===== src/hw/mbox_cfg_pkg.sv =====
// Sizes and data types shared by the mailbox controller blocks
// Imported by every RTL module and by the testbench

package mbox_cfg_pkg;

    // User attribute carried with every fabric request
    localparam int USER_W = 32;
    typedef logic [USER_W-1:0] user_t;

    // Fabric and SRAM data word
    localparam int DATA_W = 32;
    typedef logic [DATA_W-1:0] data_t;

    // Fabric byte address
    localparam int BUS_ADDR_W = 16;

    // Mailbox SRAM geometry
    localparam int SRAM_SIZE_BYTES = 4096;
    localparam int SRAM_DEPTH      = SRAM_SIZE_BYTES / (DATA_W / 8);
    localparam int SRAM_ADDR_W     = $clog2(SRAM_DEPTH);
    typedef logic [SRAM_ADDR_W-1:0] sram_addr_t;

    // Data length register, in bytes
    localparam int DLEN_W = 32;

    // Valid user list and the user value that always passes
    localparam int    NUM_VALID_USERS = 5;
    localparam user_t DEF_VALID_USER  = '1;

endpackage


===== src/hw/mbox_reg_pkg.sv =====
// Fabric address map of the mailbox
// CSR offsets used as register opcodes, and the SRAM window

package mbox_reg_pkg;

    // CSR byte offsets
    typedef enum logic [mbox_cfg_pkg::BUS_ADDR_W-1:0] {
        REG_LOCK    = 16'h0000,
        REG_USER    = 16'h0004,
        REG_DLEN    = 16'h0008,
        REG_CMD     = 16'h000C,
        REG_EXECUTE = 16'h0010
    } reg_addr_e;

    // SRAM window in the byte map
    // Window is larger than the SRAM, upper offsets fall in a hole
    localparam logic [mbox_cfg_pkg::BUS_ADDR_W-1:0] SRAM_WIN_BASE  = 16'h2000;
    localparam logic [mbox_cfg_pkg::BUS_ADDR_W-1:0] SRAM_WIN_BYTES = 16'h2000;

endpackage


===== src/hw/mbox_user_check.sv =====
// Classifies the user attribute of a fabric request
// Combinational, feeds the access rules of the register block

`timescale 1ns/100ps

module mbox_user_check (
    input  mbox_cfg_pkg::user_t                                     user,
    input  mbox_cfg_pkg::user_t [mbox_cfg_pkg::NUM_VALID_USERS-1:0] valid_users,
    input  mbox_cfg_pkg::user_t                                     strap_root_user,
    input  mbox_cfg_pkg::user_t                                     holder,
    output logic                                                    user_valid,
    output logic                                                    user_is_root,
    output logic                                                    user_is_holder
);

    import mbox_cfg_pkg::*;

    logic list_hit;

    // Any entry of the valid user list
    always_comb begin
        list_hit = 1'b0;
        for (int i = 0; i < NUM_VALID_USERS; i++) begin
            list_hit |= (user == valid_users[i]);
        end
    end

    // Root strap is privileged and always valid
    assign user_is_root = (user == strap_root_user);

    // Owner of the lock, zero after a release
    assign user_is_holder = (user == holder);

    // List, default user or root
    assign user_valid = list_hit | (user == DEF_VALID_USER) | user_is_root;

endmodule


===== src/hw/mbox_regs.sv =====
// Mailbox registers and fabric response
// Lock, holder, length, command and execute, with the access and release rules

`timescale 1ns/100ps

module mbox_regs (
    input  logic                                clk,
    input  logic                                rst_b,
    input  logic                                req,
    input  logic                                write,
    input  logic [mbox_cfg_pkg::BUS_ADDR_W-1:0] addr,
    input  mbox_cfg_pkg::data_t                 wdata,
    input  mbox_cfg_pkg::user_t                 user,
    input  mbox_cfg_pkg::user_t                 strap_root_user,
    input  logic                                user_valid,
    input  logic                                user_is_root,
    input  logic                                user_is_holder,
    input  mbox_cfg_pkg::data_t                 sram_rdata_q,
    input  logic                                sram_rd_ack,
    input  logic                                zero_busy,
    input  logic                                zero_done,
    output mbox_cfg_pkg::data_t                 rdata,
    output logic                                rd_ack,
    output logic                                error,
    output logic                                hold,
    output mbox_cfg_pkg::user_t                 holder,
    output logic                                sram_req,
    output logic                                sram_wr,
    output logic [mbox_cfg_pkg::BUS_ADDR_W-1:0] sram_offset,
    output mbox_cfg_pkg::data_t                 sram_wdata,
    output logic                                mbox_release,
    output logic [mbox_cfg_pkg::SRAM_ADDR_W:0]  zero_words,
    output logic                                soc_req_mbox_locked,
    output logic                                root_data_available,
    output logic                                soc_data_available
);

    import mbox_cfg_pkg::*;
    import mbox_reg_pkg::*;

    reg_addr_e         csr_addr;
    logic              valid_req;
    logic              in_window;
    logic              csr_hit;
    logic              lock_set;
    logic              perm;
    logic              csr_rd;
    logic              csr_wr;
    logic              lock_rd;
    logic              rel_wr;
    logic              root_holds;
    logic              init_q;
    logic              lock_q;
    logic              execute_q;
    logic              csr_ack_q;
    logic [DLEN_W-1:0] dlen_q;
    logic [DLEN_W-1:0] max_dlen_q;
    logic [DLEN_W:0]   dlen_words;
    data_t             cmd_q;
    data_t             csr_rdata;
    data_t             csr_rdata_q;

    ////////////////////////////////////////////////////////////
    // Decode and access rules
    ////////////////////////////////////////////////////////////

    assign csr_addr  = reg_addr_e'(addr);
    assign valid_req = req & user_valid;
    assign in_window = (addr >= SRAM_WIN_BASE) && (addr < SRAM_WIN_BASE + SRAM_WIN_BYTES);

    always_comb begin
        case (csr_addr)
            REG_LOCK, REG_USER, REG_DLEN, REG_CMD, REG_EXECUTE: csr_hit = 1'b1;
            default: csr_hit = 1'b0;
        endcase
    end

    // No owner rights while the SRAM is being cleared or release is pending
    assign lock_set = lock_q & ~zero_busy & ~mbox_release;
    assign perm     = valid_req & lock_set & (user_is_root | user_is_holder);

    // CSR reads are open to any valid user while writes need permission
    assign csr_rd  = valid_req & ~write & csr_hit;
    assign csr_wr  = perm & write & csr_hit;
    assign lock_rd = csr_rd & (csr_addr == REG_LOCK);

    // Clearing a set execute bit hands the mailbox back
    assign rel_wr = csr_wr & (csr_addr == REG_EXECUTE) & ~wdata[0] & execute_q;

    // Unknown user, or neither a register nor the window
    assign error = req & (~user_valid | (~csr_hit & ~in_window));

    ////////////////////////////////////////////////////////////
    // Registers
    ////////////////////////////////////////////////////////////

    always_ff @(posedge clk or negedge rst_b) begin
        if (!rst_b) begin
            init_q       <= 1'b1;
            lock_q       <= 1'b1;
            holder       <= '0;
            dlen_q       <= '0;
            cmd_q        <= '0;
            execute_q    <= 1'b0;
            mbox_release <= 1'b0;
            csr_ack_q    <= 1'b0;
        end else begin
            init_q       <= 1'b0;
            mbox_release <= rel_wr;
            // Reads not served by the SRAM answer from here
            csr_ack_q    <= req & ~write & ~sram_req;
            // Root owns the mailbox in the first cycle out of reset
            if (init_q) begin
                holder <= strap_root_user;
            end else if (rel_wr) begin
                holder <= '0;
            end else if (lock_rd & ~lock_q) begin
                holder <= user;
            end
            // Lock only drops once zeroization has finished
            if (zero_done) begin
                lock_q <= 1'b0;
            end else if (lock_rd) begin
                lock_q <= 1'b1;
            end
            if (rel_wr) begin
                dlen_q    <= '0;
                cmd_q     <= '0;
                execute_q <= 1'b0;
            end else if (csr_wr) begin
                case (csr_addr)
                    REG_DLEN:    dlen_q    <= wdata;
                    REG_CMD:     cmd_q     <= wdata;
                    REG_EXECUTE: execute_q <= wdata[0];
                    default:     ;
                endcase
            end
        end
    end

    // Largest length of this lock period sizes the clear sweep
    always_ff @(posedge clk or negedge rst_b) begin
        if (!rst_b) begin
            max_dlen_q <= '0;
        end else if (zero_done) begin
            max_dlen_q <= '0;
        end else if (dlen_q > max_dlen_q) begin
            max_dlen_q <= dlen_q;
        end
    end

    // Bytes to words rounded up and capped at the SRAM depth
    assign dlen_words = ({1'b0, max_dlen_q} + 3'd3) >> 2;
    assign zero_words = (dlen_words > SRAM_DEPTH) ? (SRAM_ADDR_W+1)'(SRAM_DEPTH)
                                                  : dlen_words[SRAM_ADDR_W:0];

    ////////////////////////////////////////////////////////////
    // Fabric response and SRAM request
    ////////////////////////////////////////////////////////////

    always_comb begin
        case (csr_addr)
            REG_LOCK:    csr_rdata = data_t'(lock_q);
            REG_USER:    csr_rdata = holder;
            REG_DLEN:    csr_rdata = dlen_q;
            REG_CMD:     csr_rdata = cmd_q;
            REG_EXECUTE: csr_rdata = data_t'(execute_q);
            default:     csr_rdata = '0;
        endcase
    end

    // LOCK returns the bit as it was before this read
    always_ff @(posedge clk) begin
        csr_rdata_q <= csr_rd ? csr_rdata : '0;
    end

    assign rd_ack = csr_ack_q | sram_rd_ack;
    assign rdata  = sram_rd_ack ? sram_rdata_q : csr_rdata_q;
    assign hold   = valid_req & in_window & ~write;

    // Unpermitted window reads fall back to the zero CSR path
    assign sram_req    = perm & in_window;
    assign sram_wr     = write;
    assign sram_offset = addr - SRAM_WIN_BASE;
    assign sram_wdata  = wdata;

    // Status towards root and SoC
    assign root_holds          = (holder == strap_root_user);
    assign soc_req_mbox_locked = lock_set & root_holds & lock_rd & ~user_is_root;
    assign root_data_available = execute_q & root_holds;
    assign soc_data_available  = execute_q & ~root_holds;

    // A rejected read is answered the next cycle with zero data
    a_error_read_zero: assert property (@(posedge clk) disable iff (!rst_b)
        error && !write |=> rd_ack && (rdata == '0));

endmodule


===== src/hw/mbox_sram_ctrl.sv =====
// SRAM front end of the mailbox window
// Range checks window offsets, forms the SRAM request and returns read data

`timescale 1ns/100ps

module mbox_sram_ctrl (
    input  logic                                clk,
    input  logic                                rst_b,
    input  logic                                sram_req,
    input  logic                                sram_wr,
    input  logic [mbox_cfg_pkg::BUS_ADDR_W-1:0] sram_offset,
    input  mbox_cfg_pkg::data_t                 sram_wdata,
    input  mbox_cfg_pkg::data_t                 sram_rdata,
    output logic                                cs,
    output logic                                we,
    output mbox_cfg_pkg::sram_addr_t            addr,
    output mbox_cfg_pkg::data_t                 wdata,
    output mbox_cfg_pkg::data_t                 sram_rdata_q,
    output logic                                sram_rd_ack
);

    import mbox_cfg_pkg::*;

    logic in_range;
    logic rd_valid_q;

    ////////////////////////////////////////////////////////////
    // Request path
    ////////////////////////////////////////////////////////////

    // Offsets past the memory are dropped
    assign in_range = (sram_offset < SRAM_SIZE_BYTES);

    assign cs    = sram_req & in_range;
    assign we    = cs & sram_wr;
    // Byte offset to word address
    assign addr  = sram_offset[SRAM_ADDR_W+1:2];
    assign wdata = cs ? sram_wdata : '0;

    ////////////////////////////////////////////////////////////
    // Read return
    ////////////////////////////////////////////////////////////

    // Ack every read and remember whether the array was really read
    always_ff @(posedge clk or negedge rst_b) begin
        if (!rst_b) begin
            rd_valid_q  <= 1'b0;
            sram_rd_ack <= 1'b0;
        end else begin
            rd_valid_q  <= cs & ~sram_wr;
            sram_rd_ack <= sram_req & ~sram_wr;
        end
    end

    // SRAM data lands the cycle after cs and dropped reads give zero
    assign sram_rdata_q = rd_valid_q ? sram_rdata : '0;

    // Array returns known data the cycle after a read
    a_rdata_known: assert property (@(posedge clk) disable iff (!rst_b)
        rd_valid_q |-> !$isunknown(sram_rdata));

endmodule


===== src/hw/mbox_zeroize.sv =====
// Clears the used SRAM words after a mailbox release
// Sits in front of the SRAM pins and owns the port while sweeping

`timescale 1ns/100ps

module mbox_zeroize (
    input  logic                               clk,
    input  logic                               rst_b,
    input  logic                               mbox_release,
    input  logic [mbox_cfg_pkg::SRAM_ADDR_W:0] zero_words,
    input  logic                               cs_in,
    input  logic                               we_in,
    input  mbox_cfg_pkg::sram_addr_t           addr_in,
    input  mbox_cfg_pkg::data_t                wdata_in,
    output logic                               sram_cs,
    output logic                               sram_we,
    output mbox_cfg_pkg::sram_addr_t           sram_addr,
    output mbox_cfg_pkg::data_t                sram_wdata,
    output logic                               zero_busy,
    output logic                               zero_done
);

    import mbox_cfg_pkg::*;

    typedef enum logic {
        ZS_IDLE,
        ZS_CLEAR
    } zero_state_e;

    zero_state_e          state_q;
    sram_addr_t           waddr_q;
    logic [SRAM_ADDR_W:0] words_q;
    logic                 clearing;
    logic                 last_word;
    logic                 done_q;

    assign clearing  = (state_q == ZS_CLEAR);
    assign last_word = ({1'b0, waddr_q} == words_q - 1'b1);

    ////////////////////////////////////////////////////////////
    // Sweep FSM
    ////////////////////////////////////////////////////////////

    always_ff @(posedge clk or negedge rst_b) begin
        if (!rst_b) begin
            state_q <= ZS_IDLE;
            waddr_q <= '0;
            words_q <= '0;
            done_q  <= 1'b0;
        end else begin
            done_q <= 1'b0;
            case (state_q)
                ZS_IDLE: begin
                    if (mbox_release) begin
                        waddr_q <= '0;
                        words_q <= zero_words;
                        // Empty mailbox finishes the next cycle
                        if (zero_words == '0) begin
                            done_q <= 1'b1;
                        end else begin
                            state_q <= ZS_CLEAR;
                        end
                    end
                end
                ZS_CLEAR: begin
                    // One word per cycle from address zero
                    waddr_q <= waddr_q + 1'b1;
                    if (last_word) begin
                        state_q <= ZS_IDLE;
                        done_q  <= 1'b1;
                    end
                end
                default: state_q <= ZS_IDLE;
            endcase
        end
    end

    // Busy until the lock has dropped
    assign zero_busy = clearing | done_q;
    assign zero_done = done_q;

    // Zero writes while clearing, controller request otherwise
    assign sram_cs    = clearing | cs_in;
    assign sram_we    = clearing | we_in;
    assign sram_addr  = clearing ? waddr_q : addr_in;
    assign sram_wdata = clearing ? '0 : wdata_in;

    // Register block must keep the controller quiet during the sweep
    a_no_cs_while_busy: assert property (@(posedge clk) disable iff (!rst_b)
        zero_busy |-> !cs_in);

endmodule


===== src/hw/mbox_top.sv =====
// Top level of the single SRAM mailbox controller
// Connects the fabric port and SRAM pins to the user check, registers and SRAM path

`timescale 1ns/100ps

module mbox_top (
    input  logic                                                    clk,
    input  logic                                                    rst_b,
    input  logic                                                    req,
    input  logic                                                    write,
    input  logic [mbox_cfg_pkg::BUS_ADDR_W-1:0]                     addr,
    input  mbox_cfg_pkg::data_t                                     wdata,
    input  mbox_cfg_pkg::user_t                                     user,
    input  mbox_cfg_pkg::user_t [mbox_cfg_pkg::NUM_VALID_USERS-1:0] valid_users,
    input  mbox_cfg_pkg::user_t                                     strap_root_user,
    output mbox_cfg_pkg::data_t                                     rdata,
    output logic                                                    rd_ack,
    output logic                                                    error,
    output logic                                                    hold,
    output logic                                                    soc_req_mbox_locked,
    output logic                                                    root_data_available,
    output logic                                                    soc_data_available,
    output logic                                                    sram_cs,
    output logic                                                    sram_we,
    output mbox_cfg_pkg::sram_addr_t                                sram_addr,
    output mbox_cfg_pkg::data_t                                     sram_wdata,
    input  mbox_cfg_pkg::data_t                                     sram_rdata
);

    import mbox_cfg_pkg::*;

    logic                  user_valid;
    logic                  user_is_root;
    logic                  user_is_holder;
    user_t                 holder;
    logic                  sram_req;
    logic                  sram_wr;
    logic [BUS_ADDR_W-1:0] sram_offset;
    data_t                 req_wdata;
    data_t                 sram_rdata_q;
    logic                  sram_rd_ack;
    logic                  ctrl_cs;
    logic                  ctrl_we;
    sram_addr_t            ctrl_addr;
    data_t                 ctrl_wdata;
    logic                  mbox_release;
    logic [SRAM_ADDR_W:0]  zero_words;
    logic                  zero_busy;
    logic                  zero_done;

    mbox_user_check i_user_check (
        .user(user), .valid_users(valid_users), .strap_root_user(strap_root_user),
        .holder(holder), .user_valid(user_valid), .user_is_root(user_is_root),
        .user_is_holder(user_is_holder)
    );

    mbox_regs i_regs (
        .clk(clk), .rst_b(rst_b), .req(req), .write(write), .addr(addr), .wdata(wdata),
        .user(user), .strap_root_user(strap_root_user), .user_valid(user_valid),
        .user_is_root(user_is_root), .user_is_holder(user_is_holder),
        .sram_rdata_q(sram_rdata_q), .sram_rd_ack(sram_rd_ack),
        .zero_busy(zero_busy), .zero_done(zero_done),
        .rdata(rdata), .rd_ack(rd_ack), .error(error), .hold(hold), .holder(holder),
        .sram_req(sram_req), .sram_wr(sram_wr), .sram_offset(sram_offset),
        .sram_wdata(req_wdata), .mbox_release(mbox_release), .zero_words(zero_words),
        .soc_req_mbox_locked(soc_req_mbox_locked),
        .root_data_available(root_data_available), .soc_data_available(soc_data_available)
    );

    mbox_sram_ctrl i_sram_ctrl (
        .clk(clk), .rst_b(rst_b), .sram_req(sram_req), .sram_wr(sram_wr),
        .sram_offset(sram_offset), .sram_wdata(req_wdata), .sram_rdata(sram_rdata),
        .cs(ctrl_cs), .we(ctrl_we), .addr(ctrl_addr), .wdata(ctrl_wdata),
        .sram_rdata_q(sram_rdata_q), .sram_rd_ack(sram_rd_ack)
    );

    mbox_zeroize i_zeroize (
        .clk(clk), .rst_b(rst_b), .mbox_release(mbox_release), .zero_words(zero_words),
        .cs_in(ctrl_cs), .we_in(ctrl_we), .addr_in(ctrl_addr), .wdata_in(ctrl_wdata),
        .sram_cs(sram_cs), .sram_we(sram_we), .sram_addr(sram_addr),
        .sram_wdata(sram_wdata), .zero_busy(zero_busy), .zero_done(zero_done)
    );

endmodule


===== config.mk =====
export PLATFORM = sky130hd
export DESIGN_NAME = mbox_top
export DESIGN_NICKNAME = d
export VERILOG_FILES = /design/src/hw/mbox_cfg_pkg.sv /design/src/hw/mbox_reg_pkg.sv /design/src/hw/mbox_user_check.sv /design/src/hw/mbox_regs.sv /design/src/hw/mbox_sram_ctrl.sv /design/src/hw/mbox_zeroize.sv /design/src/hw/mbox_top.sv
export SDC_FILE = /design/constraint.sdc
export NUM_CORES = 1
export LEC_CHECK = 0
export BUFFER_PORTS_ARGS = -buffer_cell sky130_fd_sc_hd__buf_4
export CORE_MARGIN = 1
export CORE_UTILIZATION = 54
export DETAILED_ROUTE_END_ITERATION = 16
export GPL_TIMING_DRIVEN = 0
export HOLD_SLACK_MARGIN = 0.06
export PLACE_DENSITY_LB_ADDON = 0.25
export SLEW_MARGIN = 10
export SYNTH_ARGS = -nofsm -noshare
export SYNTH_HDL_FRONTEND = slang
export SYNTH_SLANG_ARGS = --single-unit

===== constraint.sdc =====
create_clock -name clk -period 3.05 [get_ports clk]
set_input_delay 0.4575 -clock clk [delete_from_list [all_inputs] [get_ports clk]]
set_output_delay 0.4575 -clock clk [all_outputs]
set_load 0.01 [all_outputs]

==> qor.csv, run 1 <==
stage;metric;value;unit
floorplanning;total die area;26690;um^2
clocking;Sink Count;190;
setup_path;Crit path required time;2.59;ns
global_routing;first-pass GRT wire length;75740;um
detailed_routing;router iterations before antenna repair;6;
worst_hold_path;min-delay worst type;in2reg;
clocking;CTS tree;yes;
detailed_routing;# DRC;0;
sta;crit path time final;3.270;ns
setup_path;Slowest cell on crit path;dfrtp_2;
global_routing;Remaining Overflow, GRT;0;
finish;fraction of layout cells with a size suffix above 1;0.3409;
floorplanning;Die W;163.4;um
detailed_routing;Avg Vias per Cell;5.880;
yosys;largest cells by area after synthesis;dfrtp_1 (28%), xor2_1 (15%), mux2_2 (8.1%);
yosys;Post-synth ARST share;0.8316;
yosys;Ys Warns;0;
yosys;Cell Area, Synth;14060;um^2
sta;Slew Limit Fails;0;
setup_path;delay-heaviest family, CP;simple AND/OR/NAND/NOR gates;
yosys;Mapped Cells;1561;
yosys;number of synthesized flops with an enable pin;0;
setup_path;critical path class;reg2out;
setup_path;worst path buffer plus inverter count;2;
yosys;Synth Register Bits;190;
yosys;leading area contributor after synthesis;dfrtp_1;
power_and_ir_drop;Max IR drop VDD;0.3774;mV
setup_path;flop2flop setup slack;0.08;ns
setup_path;Slowest Stage Delay on Critical Path;0.45;ns
yosys;sequential element share of the synthesized area;0.3269;
sta;RSZ-0062 raised after global routing;true;
yosys;top cells by count, synth;xor2_1 (234), dfrtp_1 (156), inv_1 (108), mux2_2 (101), nand2_1 (96);
setup_path;Arr. time, crit path;2.81;ns
global_routing;pin count of the biggest net entering global routing;109;
clocking;total CTS buffers;17;
detailed_routing;DRT iter0 DRCs;1042;
place;detailed placement HPWL;39720;um
finish;Final nets;2311;
yosys;ys flop type;dfrtp_1;
detailed_routing;routed len/inst;22.13;um
detailed_routing;final WL;51130;um
sta;Max Freq;305.8;MHz
yosys;Distinct cells, synth;69;
yosys;count leader, synth;xor2_1;
sta;relative slew slack;0.1786;
setup_path;Critical Path End Type;output pin;
sta;Hold Fails Final Rpt;0;
clocking;CTS root buf;clkbuf_16;
detailed_routing;via count;13590;
sta;worst slew pin tran;1.221;ns
floorplanning;Die Ht;163.4;um
floorplanning;Top-Level Pins;390;
floorplanning;Placement Rows;58;
yosys;Syn Nets;1905;
detailed_routing;Final ANT Viol Nets;0;
yosys;post-synth top area share;0.2776;
finish;Area Overhead vs Synth;32.44;%
global_routing;vias in the first global route;13470;
place;PortBufs;356;
setup_path;critical path peak fanout;5;
global_routing;initial antenna violation count;1;
sta;Finish-stage setup viols;35;
job;MaxCap Viol Count;0;
finish;Post-Route Utilization;0.7354;
power_and_ir_drop;Pleak;8.538;nW
floorplanning;core area;25330;um^2
run_status;status;complete, but fails checks;
clocking;clk buf depth;2;
clocking;H-tree levels;4;
sta;Final period util;1.072;
clocking;Clock transition at path regs;0.07;ns
sta;clock skew;0.01528;ns
floorplanning;starting density of the core;0.5552;
setup_path;crit start category;flip-flop;
clocking;worst skew pair latency;0.45;ns
setup_path;crit-path cells;xor2_1 -> nor4_1 -> nand4_1 -> nor2_4 -> o211a_1 -> and4_4 -> clkbuf_16 -> and2_4 -> buf_6;
run_status;violated checks;setup timing;
power_and_ir_drop;pwr/cell area;331.4;nW/um^2
place;Final Wtd Congestion;0.9631;
place;dpl ws;-1.685;ns
yosys;average cell area after synthesis;9.008;um^2
global_routing;global-route total usage across every layer;0.3805;
sta;Final WS setup;-0.2196;ns
[per-layer routing]
metal / track usage / up-vias / wire, um
met2: 0.6658 / 643 / 25500
li1: - / 6263 / -
met4: 0.2001 / 0 / 2825
met5: 0 / - / 0
met3: 0.06069 / 156 / 3375
met1: 0.4461 / 6526 / 19430
[worst paths after layout]
kind                                  startpoint  depth (start not counted)                       to
worst max register to register  i_regs.holder[0]                          9         i_regs.cmd_q[11]
worst max-delay path            i_regs.holder[0]                          9           sram_wdata[17]
max in group asynchronous                  rst_b                          3        i_regs.holder[22]
worst min register to register  i_regs.cmd_q[18]                          1         i_regs.cmd_q[18]
min in group asynchronous                  rst_b                          2     i_zeroize.waddr_q[7]
worst min-delay path                       write                          2  i_sram_ctrl.sram_rd_ack
[area by class of cell]
class / instances / area, um^2
clock buffers: 17 / 425.4
clock inverters: 15 / 177.7
multi-input cells: 1156 / 8925
well taps: 330 / 412.9
fillers: 1902 / 6703
repair buffers: 390 / 3019
plain buffers: 103 / 625.6
inverters: 109 / 412.9
diodes: 1 / 2.502
flip-flops and latches: 190 / 4623
[kinds of logic (layout without fill, tap and decap cells)]
group / Yosys count / after routing / share of synthesized area
adder cells (fa/ha/maj): 36 / 36 / 0.03203
flip-flops: 190 / 190 / 0.3269
buffers and inverters: 216 / 634 / 0.06264
multiplexers: 142 / 142 / 0.1105
other: 1 / 2 / 0.0002667
AO/OA/AOI/OAI: 254 / 254 / 0.1268
AND/OR/NAND/NOR: 441 / 442 / 0.1659
XOR/XNOR: 281 / 281 / 0.1750
[report_power, final]
group	total (mW)	switching (mW)	internal (mW)
logic	1.20	0.603	0.600
registers	2.67	0.102	2.57
clock network	2.30	1.12	1.18
[layout by cell type, fill, tap and decap left out, types with 50 or more instances in the layout]
master	count
mux2_2	101
nand2_1	95
dfrtp_1	135
nor4_1	60
inv_1	108
nor2_1	84
xor2_1	227
o31ai_1	66
buf_4	401
o21ai_0	50
[registers in the layout, summed over array words and instances (netlist names), 10 cells and up]
register	flops
i_regs.cmd_q	32
i_zeroize.words_q	11
i_regs.csr_rdata_q	32
i_zeroize.waddr_q	10
i_regs.dlen_q	32
i_regs.holder	32
i_regs.max_dlen_q	32
[through the flow]
| step | cells | hold WS, ns | power [mW] | instance area, um^2 | setup TNS [ns] |
|---|---|---|---|---|---|
| global route | 2311 | 0.2209 | 6.347 | 18620 | -7.679 |
| finish | 2311 | 0.2278 | 6.172 | 18620 | -5.785 |
| detailed placement | 2248 | 0.3852 | 3.813 | 17180 | -163.17 |
| floorplan | 1561 | 0.1619 | 3.214 | 14060 | 0 |
| global placement | 2247 | 0.4879 | 3.792 | 17150 | -156.75 |
| CTS | 2298 | 0.2179 | 6.108 | 18340 | -4.980 |
[what timing repair did]
action | 4_1_cts | 5_1_grt
hold endpoints to repair | 50 | 0
hold buffers | 1 | 0
pin swaps | 22 | 33
setup endpoints to repair | 177 | 167
gates cloned | 2 | 0
buffers inserted | 17 | 14
gates resized for setup | 96 | 58
No activity file was read; power rests on OpenSTA's default activity.
==> run 2, diff against run 1 <==
CORE_UTILIZATION = 49   (was 54)
GPL_TIMING_DRIVEN = unset   (was 0)
==> run 2 against run 1 <==
- the flow still finishes with violations (setup timing)
- global-route usage fell by 3.5 points
- register-to-register slack improved by 0.09 ns
- sequential power barely moved
- combinational power rose by 16%
- clock power rose by 3%
- routed wire length barely moved
- non-clock buffer count rose by 85
- utilization fell by 3.3 points
- power rose by 3.6%
- hold slack improved by 0.042 ns
- critical path type is now in2out
- critical endpoint is now sram_wdata[27]
- largest power group unchanged
- highest routed layer unchanged
==> qor.csv, run 2 (synthesis gave the netlist of run 1 again) <==
stage;metric;value;unit;change
sta;Final WS setup;-0.1792;ns;was -0.2196 ns
detailed_routing;Final ANT Viol Nets;0;;unchanged
clocking;worst skew pair latency;0.44;ns;was 0.45 ns
power_and_ir_drop;pwr/cell area;325.3;nW/um^2;was 331.4 nW/um^2
power_and_ir_drop;Pleak;9.223;nW;was 8.538 nW
setup_path;critical path class;in2out;;was reg2out
clocking;CTS tree;yes;;unchanged
sta;worst slew pin tran;0.9560;ns;was 1.221 ns
sta;Hold Fails Final Rpt;0;;unchanged
finish;Area Overhead vs Synth;39.81;%;was 32.44%
run_status;status;complete, but fails checks;;unchanged
global_routing;routing usage on met2;0.6154;;was 0.6658
floorplanning;Die W;171.4;um;was 163.4 um
global_routing;GR Util met3;0.06006;;was 0.06069
clocking;H-tree levels;4;;unchanged
finish;register area;4607;um^2;was 4623 um^2
sta;Max Freq;309.7;MHz;was 305.8 MHz
job;MaxCap Viol Count;0;;unchanged
finish;fraction of layout cells with a size suffix above 1;0.3818;;was 0.3409
global_routing;Remaining Overflow, GRT;0;;unchanged
finish;Final nets;2395;;was 2311
setup_path;Arr. time, crit path;2.77;ns;was 2.81 ns
sta;relative slew slack;0.3620;;was 0.1786
sta;setup TNS;-4.656;ns;was -5.785 ns
global_routing;GR peak layer;met2;;unchanged
place;dpl ws;-0.4998;ns;was -1.685 ns
floorplanning;starting density of the core;0.5020;;was 0.5552
detailed_routing;via count;13800;;was 13.59k
sta;crit path time final;3.229;ns;was 3.270 ns
sta;Final period util;1.059;;was 1.072
setup_path;critical path peak fanout;20;;was 5
setup_path;Slowest Stage Delay on Critical Path;0.36;ns;was 0.45 ns
detailed_routing;Avg Vias per Cell;5.651;;was 5.880
floorplanning;Placement Rows;61;;was 58
detailed_routing;routed len/inst;20.92;um;was 22.13 um
setup_path;Critical Path End Type;output pin;;unchanged
place;Final Wtd Congestion;0.9776;;was 0.9631
global_routing;first-pass GRT wire length;75960;um;was 75740 um
clocking;total CTS buffers;17;;unchanged
global_routing;initial antenna violation count;0;;was 1
global_routing;pin count of the biggest net entering global routing;69;;was 109
floorplanning;core area;28010;um^2;was 25330 um^2
finish;commonest non-fill, non-tap cell in the layout;buf_4;;unchanged
power_and_ir_drop;total chip power;6.396;mW;was 6.172 mW
clocking;CTS root buf;clkbuf_16;;unchanged
finish;area of the multi-input gates;8876;um^2;was 8925 um^2
setup_path;crit-path cells;buf_12 -> buf_6 -> xor2_1 -> nor4_2 -> nand4_1 -> nor2_1 -> a211oi_2 -> buf_4 -> nand2_4 -> and4_4 -> buf_12 -> and2_1 -> buf_4;;was xor2_1 -> nor4_1 -> nand4_1 -> nor2_4 -> o211a_1 -> and4_4 -> clkbuf_16 -> and2_4 -> buf_6
finish;n_diodes;0;;was 1
setup_path;crit start category;input port;;was flip-flop
sta;Finish-stage setup viols;35;;unchanged
clocking;Clock transition at path regs;0.06;ns;was 0.07 ns
detailed_routing;DRT iter0 DRCs;1066;;was 1042
detailed_routing;final WL;51100;um;was 51130 um
sta;hold_ws;0.2701;ns;was 0.2278 ns
setup_path;Crit path required time;2.59;ns;about the same
detailed_routing;# DRC;0;;unchanged
global_routing;vias in the first global route;13650;;was 13.47k
clocking;Sink Count;190;;unchanged
finish;number of fillers in the final layout;2130;;was 1902
floorplanning;Die Ht;171.4;um;was 163.4 um
power_and_ir_drop;Max IR drop VDD;0.3599;mV;was 0.3774 mV
global_routing;global-route met1 utilization;0.3900;;was 0.4461
place;PortBufs;389;;was 356
setup_path;Slowest cell on crit path;nor4_2;;was dfrtp_2
finish;most frequent cells in the layout;buf_4 (524), xor2_1 (229), dfrtp_1 (148);;was buf_4 (401), xor2_1 (227), dfrtp_1 (135)
place;detailed placement HPWL;41320;um;was 39720 um
sta;clock skew;0.01003;ns;was 0.01528 ns
worst_hold_path;min-delay worst type;in2reg;;unchanged
floorplanning;total die area;29380;um^2;was 26690 um^2
finish;Post-Route Utilization;0.7019;;was 0.7354
detailed_routing;router iterations before antenna repair;5;;was 6
clocking;clk buf depth;2;;unchanged
run_status;violated checks;setup timing;;unchanged
floorplanning;Top-Level Pins;390;;unchanged
sta;Slew Limit Fails;0;;unchanged
sta;RSZ-0062 raised after global routing;true;;unchanged
global_routing;global-route total usage across every layer;0.3458;;was 0.3805
-- run 2: what timing repair did --
action | CTS | global route
hold buffers | 1 | 0
resized for setup | 47 | 59
pin swaps | 9 | 17
setup buffers | 10 | 12
endpoints found under the hold margin | 54 | 0
gates cloned | 1 | 0
setup endpoints to repair | 61 | 130
-- run 2: routing by layer --
metal / wire length, um / vias to the layer above
li1: - / 6417
met1: 19010 / 6614
met2: 25970 / 613
met3: 3086 / 156
met4: 3026 / 0
met5: 0 / -
-- run 2: final cells by class --
class / count / share of cell area
timing repair buffer: 578 / 0.2374
tap: 378 / 0.02406
clock inverter: 11 / 0.008019
clock buffer: 21 / 0.02393
sequential: 190 / 0.2343
inverter: 109 / 0.02081
multi-input combinational: 1155 / 0.4515
-- run 2: metrics by stage --
stage                     std cells  instance area [um^2]
after floorplan                1561                 14060
after global placement         2387                 18390
after detailed placement       2387                 18390
after CTS                      2430                 19300
after global routing           2442                 19660
final                          2442                 19660
-- run 2: report_power, final --
| group | internal [mW] | switching (mW) |
|---|---|---|
| clock network | 1.37 | 0.991 |
| logic | 0.725 | 0.663 |
| registers | 2.57 | 0.0823 |
-- run 2: worst max-delay path, delay by kind of cell --
family,cells,cell delay (ns)
simple gates,6,1.37
buf+inv,5,0.71
xor+xnor,1,0.16
compound gates,1,0.06
-- run 2: worst paths after layout --
path / slack [ns] / cells past startpoint / startpoint / endpoint
min: 0.27 / 2 / write / i_sram_ctrl.sram_rd_ack
max reg2reg: 0.17 / 11 / i_regs.holder[31] / i_regs.cmd_q[7]
min in group asynchronous: 0.55 / 2 / rst_b / i_zeroize.waddr_q[7]
max: -0.18 / 13 / user[10] / sram_wdata[27]
max in group asynchronous: 1.61 / 3 / rst_b / i_zeroize.words_q[5]
min reg2reg: 0.50 / 2 / i_regs.lock_q / i_regs.lock_q
==> run 3, diff against run 2 <==
CORE_UTILIZATION = 40   (was 49)
==> run 3 against run 2 <==
- the run still ends with setup timing left
- utilization fell by 12 points
- clock power fell by 3%
- cell count grew 3.5%
- register-to-register slack is essentially flat
- clock skew grew 0.0087 ns
- final area rose by 1.5%
==> qor.csv, run 3 (synthesis gave the netlist of run 1 again) <==
stage;metric;value;unit;change
run_status;status;complete, but fails checks;;unchanged
run_status;violated checks;setup timing;;unchanged
finish;register area;4608;um^2;was 4607 um^2
global_routing;vias in the first global route;13910;;was 13.65k
sta;crit path time final;3.280;ns;was 3.229 ns
global_routing;global-route total usage across every layer;0.2987;;was 0.3458
floorplanning;Die W;189.5;um;was 171.4 um
setup_path;Crit path required time;2.59;ns;about the same
finish;commonest non-fill, non-tap cell in the layout;buf_4;;unchanged
global_routing;GR Util met3;0.03855;;was 0.06006
place;PortBufs;389;;unchanged
detailed_routing;routed len/inst;21.43;um;was 20.92 um
sta;Final period util;1.076;;was 1.059
setup_path;critical path peak fanout;7;;was 20
clocking;CTS tree;yes;;unchanged
floorplanning;Top-Level Pins;390;;unchanged
setup_path;worst r2r src;i_regs.holder[20];;was i_regs.holder[31]
floorplanning;core area;34540;um^2;was 28010 um^2
setup_path;R2R depth;11;;unchanged
place;Final Wtd Congestion;0.9949;;was 0.9776
detailed_routing;Avg Vias per Cell;5.453;;was 5.651
global_routing;Remaining Overflow, GRT;0;;unchanged
finish;Area Overhead vs Synth;41.97;%;was 39.81%
detailed_routing;# DRC;0;;unchanged
clocking;CTS root buf;clkbuf_16;;unchanged
sta;Hold Fails Final Rpt;0;;unchanged
detailed_routing;Final ANT Viol Nets;0;;unchanged
setup_path;crit start category;flip-flop;;was input port
sta;RSZ-0062 raised after global routing;true;;unchanged
sta;Final WS setup;-0.2304;ns;was -0.1792 ns
floorplanning;starting density of the core;0.4071;;was 0.5020
detailed_routing;via count;13790;;was 13.80k
setup_path;critical path class;reg2out;;was in2out
finish;fraction of layout cells with a size suffix above 1;0.3985;;was 0.3818
detailed_routing;final WL;54180;um;was 51100 um
finish;n_diodes;0;;unchanged
clocking;H-tree levels;4;;unchanged
sta;relative slew slack;0.2893;;was 0.3620
global_routing;initial antenna violation count;0;;unchanged
worst_hold_path;hold-critical path depth;2;;unchanged
floorplanning;Placement Rows;68;;was 61
sta;Finish-stage setup viols;35;;unchanged
worst_hold_path;min-delay worst type;in2reg;;unchanged
power_and_ir_drop;Max IR drop VDD;0.2549;mV;was 0.3599 mV
finish;most frequent cells in the layout;buf_4 (514), xor2_1 (228), dfrtp_1 (147);;was buf_4 (524), xor2_1 (229), dfrtp_1 (148)
global_routing;pin count of the biggest net entering global routing;68;;was 69
power_and_ir_drop;pwr/cell area;318.7;nW/um^2;was 325.3 nW/um^2
floorplanning;total die area;35910;um^2;was 29380 um^2
clocking;Clock transition at path regs;0.07;ns;was 0.06 ns
place;dpl ws;-0.5772;ns;was -0.4998 ns
detailed_routing;DRT iter0 DRCs;934;;was 1066
setup_path;Arr. time, crit path;2.82;ns;was 2.77 ns
clocking;total CTS buffers;17;;unchanged
setup_path;Crit. Startpoint;i_regs.holder[20];;was user[10]
floorplanning;Die Ht;189.5;um;was 171.4 um
finish;area of the multi-input gates;8940;um^2;was 8876 um^2
job;MaxCap Viol Count;0;;unchanged
setup_path;Critical Path End Type;output pin;;unchanged
place;detailed placement HPWL;43390;um;was 41320 um
global_routing;routing usage on met2;0.5272;;was 0.6154
worst_hold_path;hold path startpoint;write;;unchanged
global_routing;GR peak layer;met2;;unchanged
sta;Slew Limit Fails;0;;unchanged
clocking;worst skew pair latency;0.44;ns;about the same
sta;Max Freq;304.8;MHz;was 309.7 MHz
finish;Post-Route Utilization;0.5779;;was 0.7019
finish;number of fillers in the final layout;3125;;was 2130
global_routing;global-route met1 utilization;0.3581;;was 0.3900
clocking;clk buf depth;2;;unchanged
clocking;Sink Count;190;;unchanged
sta;worst slew pin tran;1.065;ns;was 0.9560 ns
detailed_routing;router iterations before antenna repair;6;;was 5
finish;Final nets;2404;;was 2395
power_and_ir_drop;Pleak;9.266;nW;was 9.223 nW
sta;clock skew;0.01877;ns;was 0.01003 ns
global_routing;first-pass GRT wire length;80860;um;was 75960 um
run 3: cell types whose count changed in the layout (fill, tap and decap cells not counted), sizes merged:
cell,delta
buf,+8
clkinv,-3
clkinvlp,+2
inv,+2
bufinv,-1
clkbuf,+1
run 3: layout make-up:
cell class                 instances  area share
multi-input combinational       1155      0.4478
tap                              455     0.02852
sequential                       190      0.2308
inverter                         109     0.02049
timing repair buffer             587      0.2428
clock buffer                      21     0.02306
clock inverter                    11    0.006518
run 3: worst paths after layout:
path	to	slack (ns)
max in group asynchronous	i_regs.lock_q	1.63
max reg2reg	i_regs.cmd_q[22]	0.17
max	sram_wdata[9]	-0.23
min in group asynchronous	i_zeroize.waddr_q[3]	0.59
min	i_sram_ctrl.rd_valid_q	0.27
min reg2reg	i_regs.cmd_q[6]	0.51
run 3: report_power, final:
part           internal (mW)  switching, mW
clock                   1.26           1.03
sequential              2.57         0.0659
combinational          0.736          0.702
run 3: worst max-delay path, cell delays in order, from the launching register on:
cell and delay [ns]:
dfrtp_2 0.43, xor2_1 0.17, nor4_1 0.32, nand4_1 0.15, nor2_2 0.17, buf_6 0.13
o211a_4 0.18, and4_4 0.39, clkbuf_16 0.20, and2_4 0.14, buf_6 0.09
run 3: timing repair:
item | in CTS | in global routing
setup buffers | 5 | 8
cloned | 1 | 1
endpoints found under the hold margin | 44 | 0
hold buffers | 1 | 0
resized for setup | 56 | 87
setup endpoints to repair | 88 | 90
pin swaps | 19 | 56
run 3: routing by layer:
metal	wire, um	share of wire
met5	0	0
met4	2268	0.042
met3	2984	0.055
met1	21390	0.39
met2	27530	0.51
run 3: metrics by stage:
step	hold slack [ns]	std cells	setup TNS (ns)	power, mW	instance area [um^2]
global placement	0.4864	2480	-59.14	4.030	18660
detailed placement	0.4956	2480	-62.28	4.045	18660
finish	0.2706	2528	-6.974	6.362	19960
floorplan	0.1619	1561	0	3.214	14060
CTS	0.2462	2519	-5.106	6.335	19560
global route	0.2615	2528	-10.47	6.577	19960
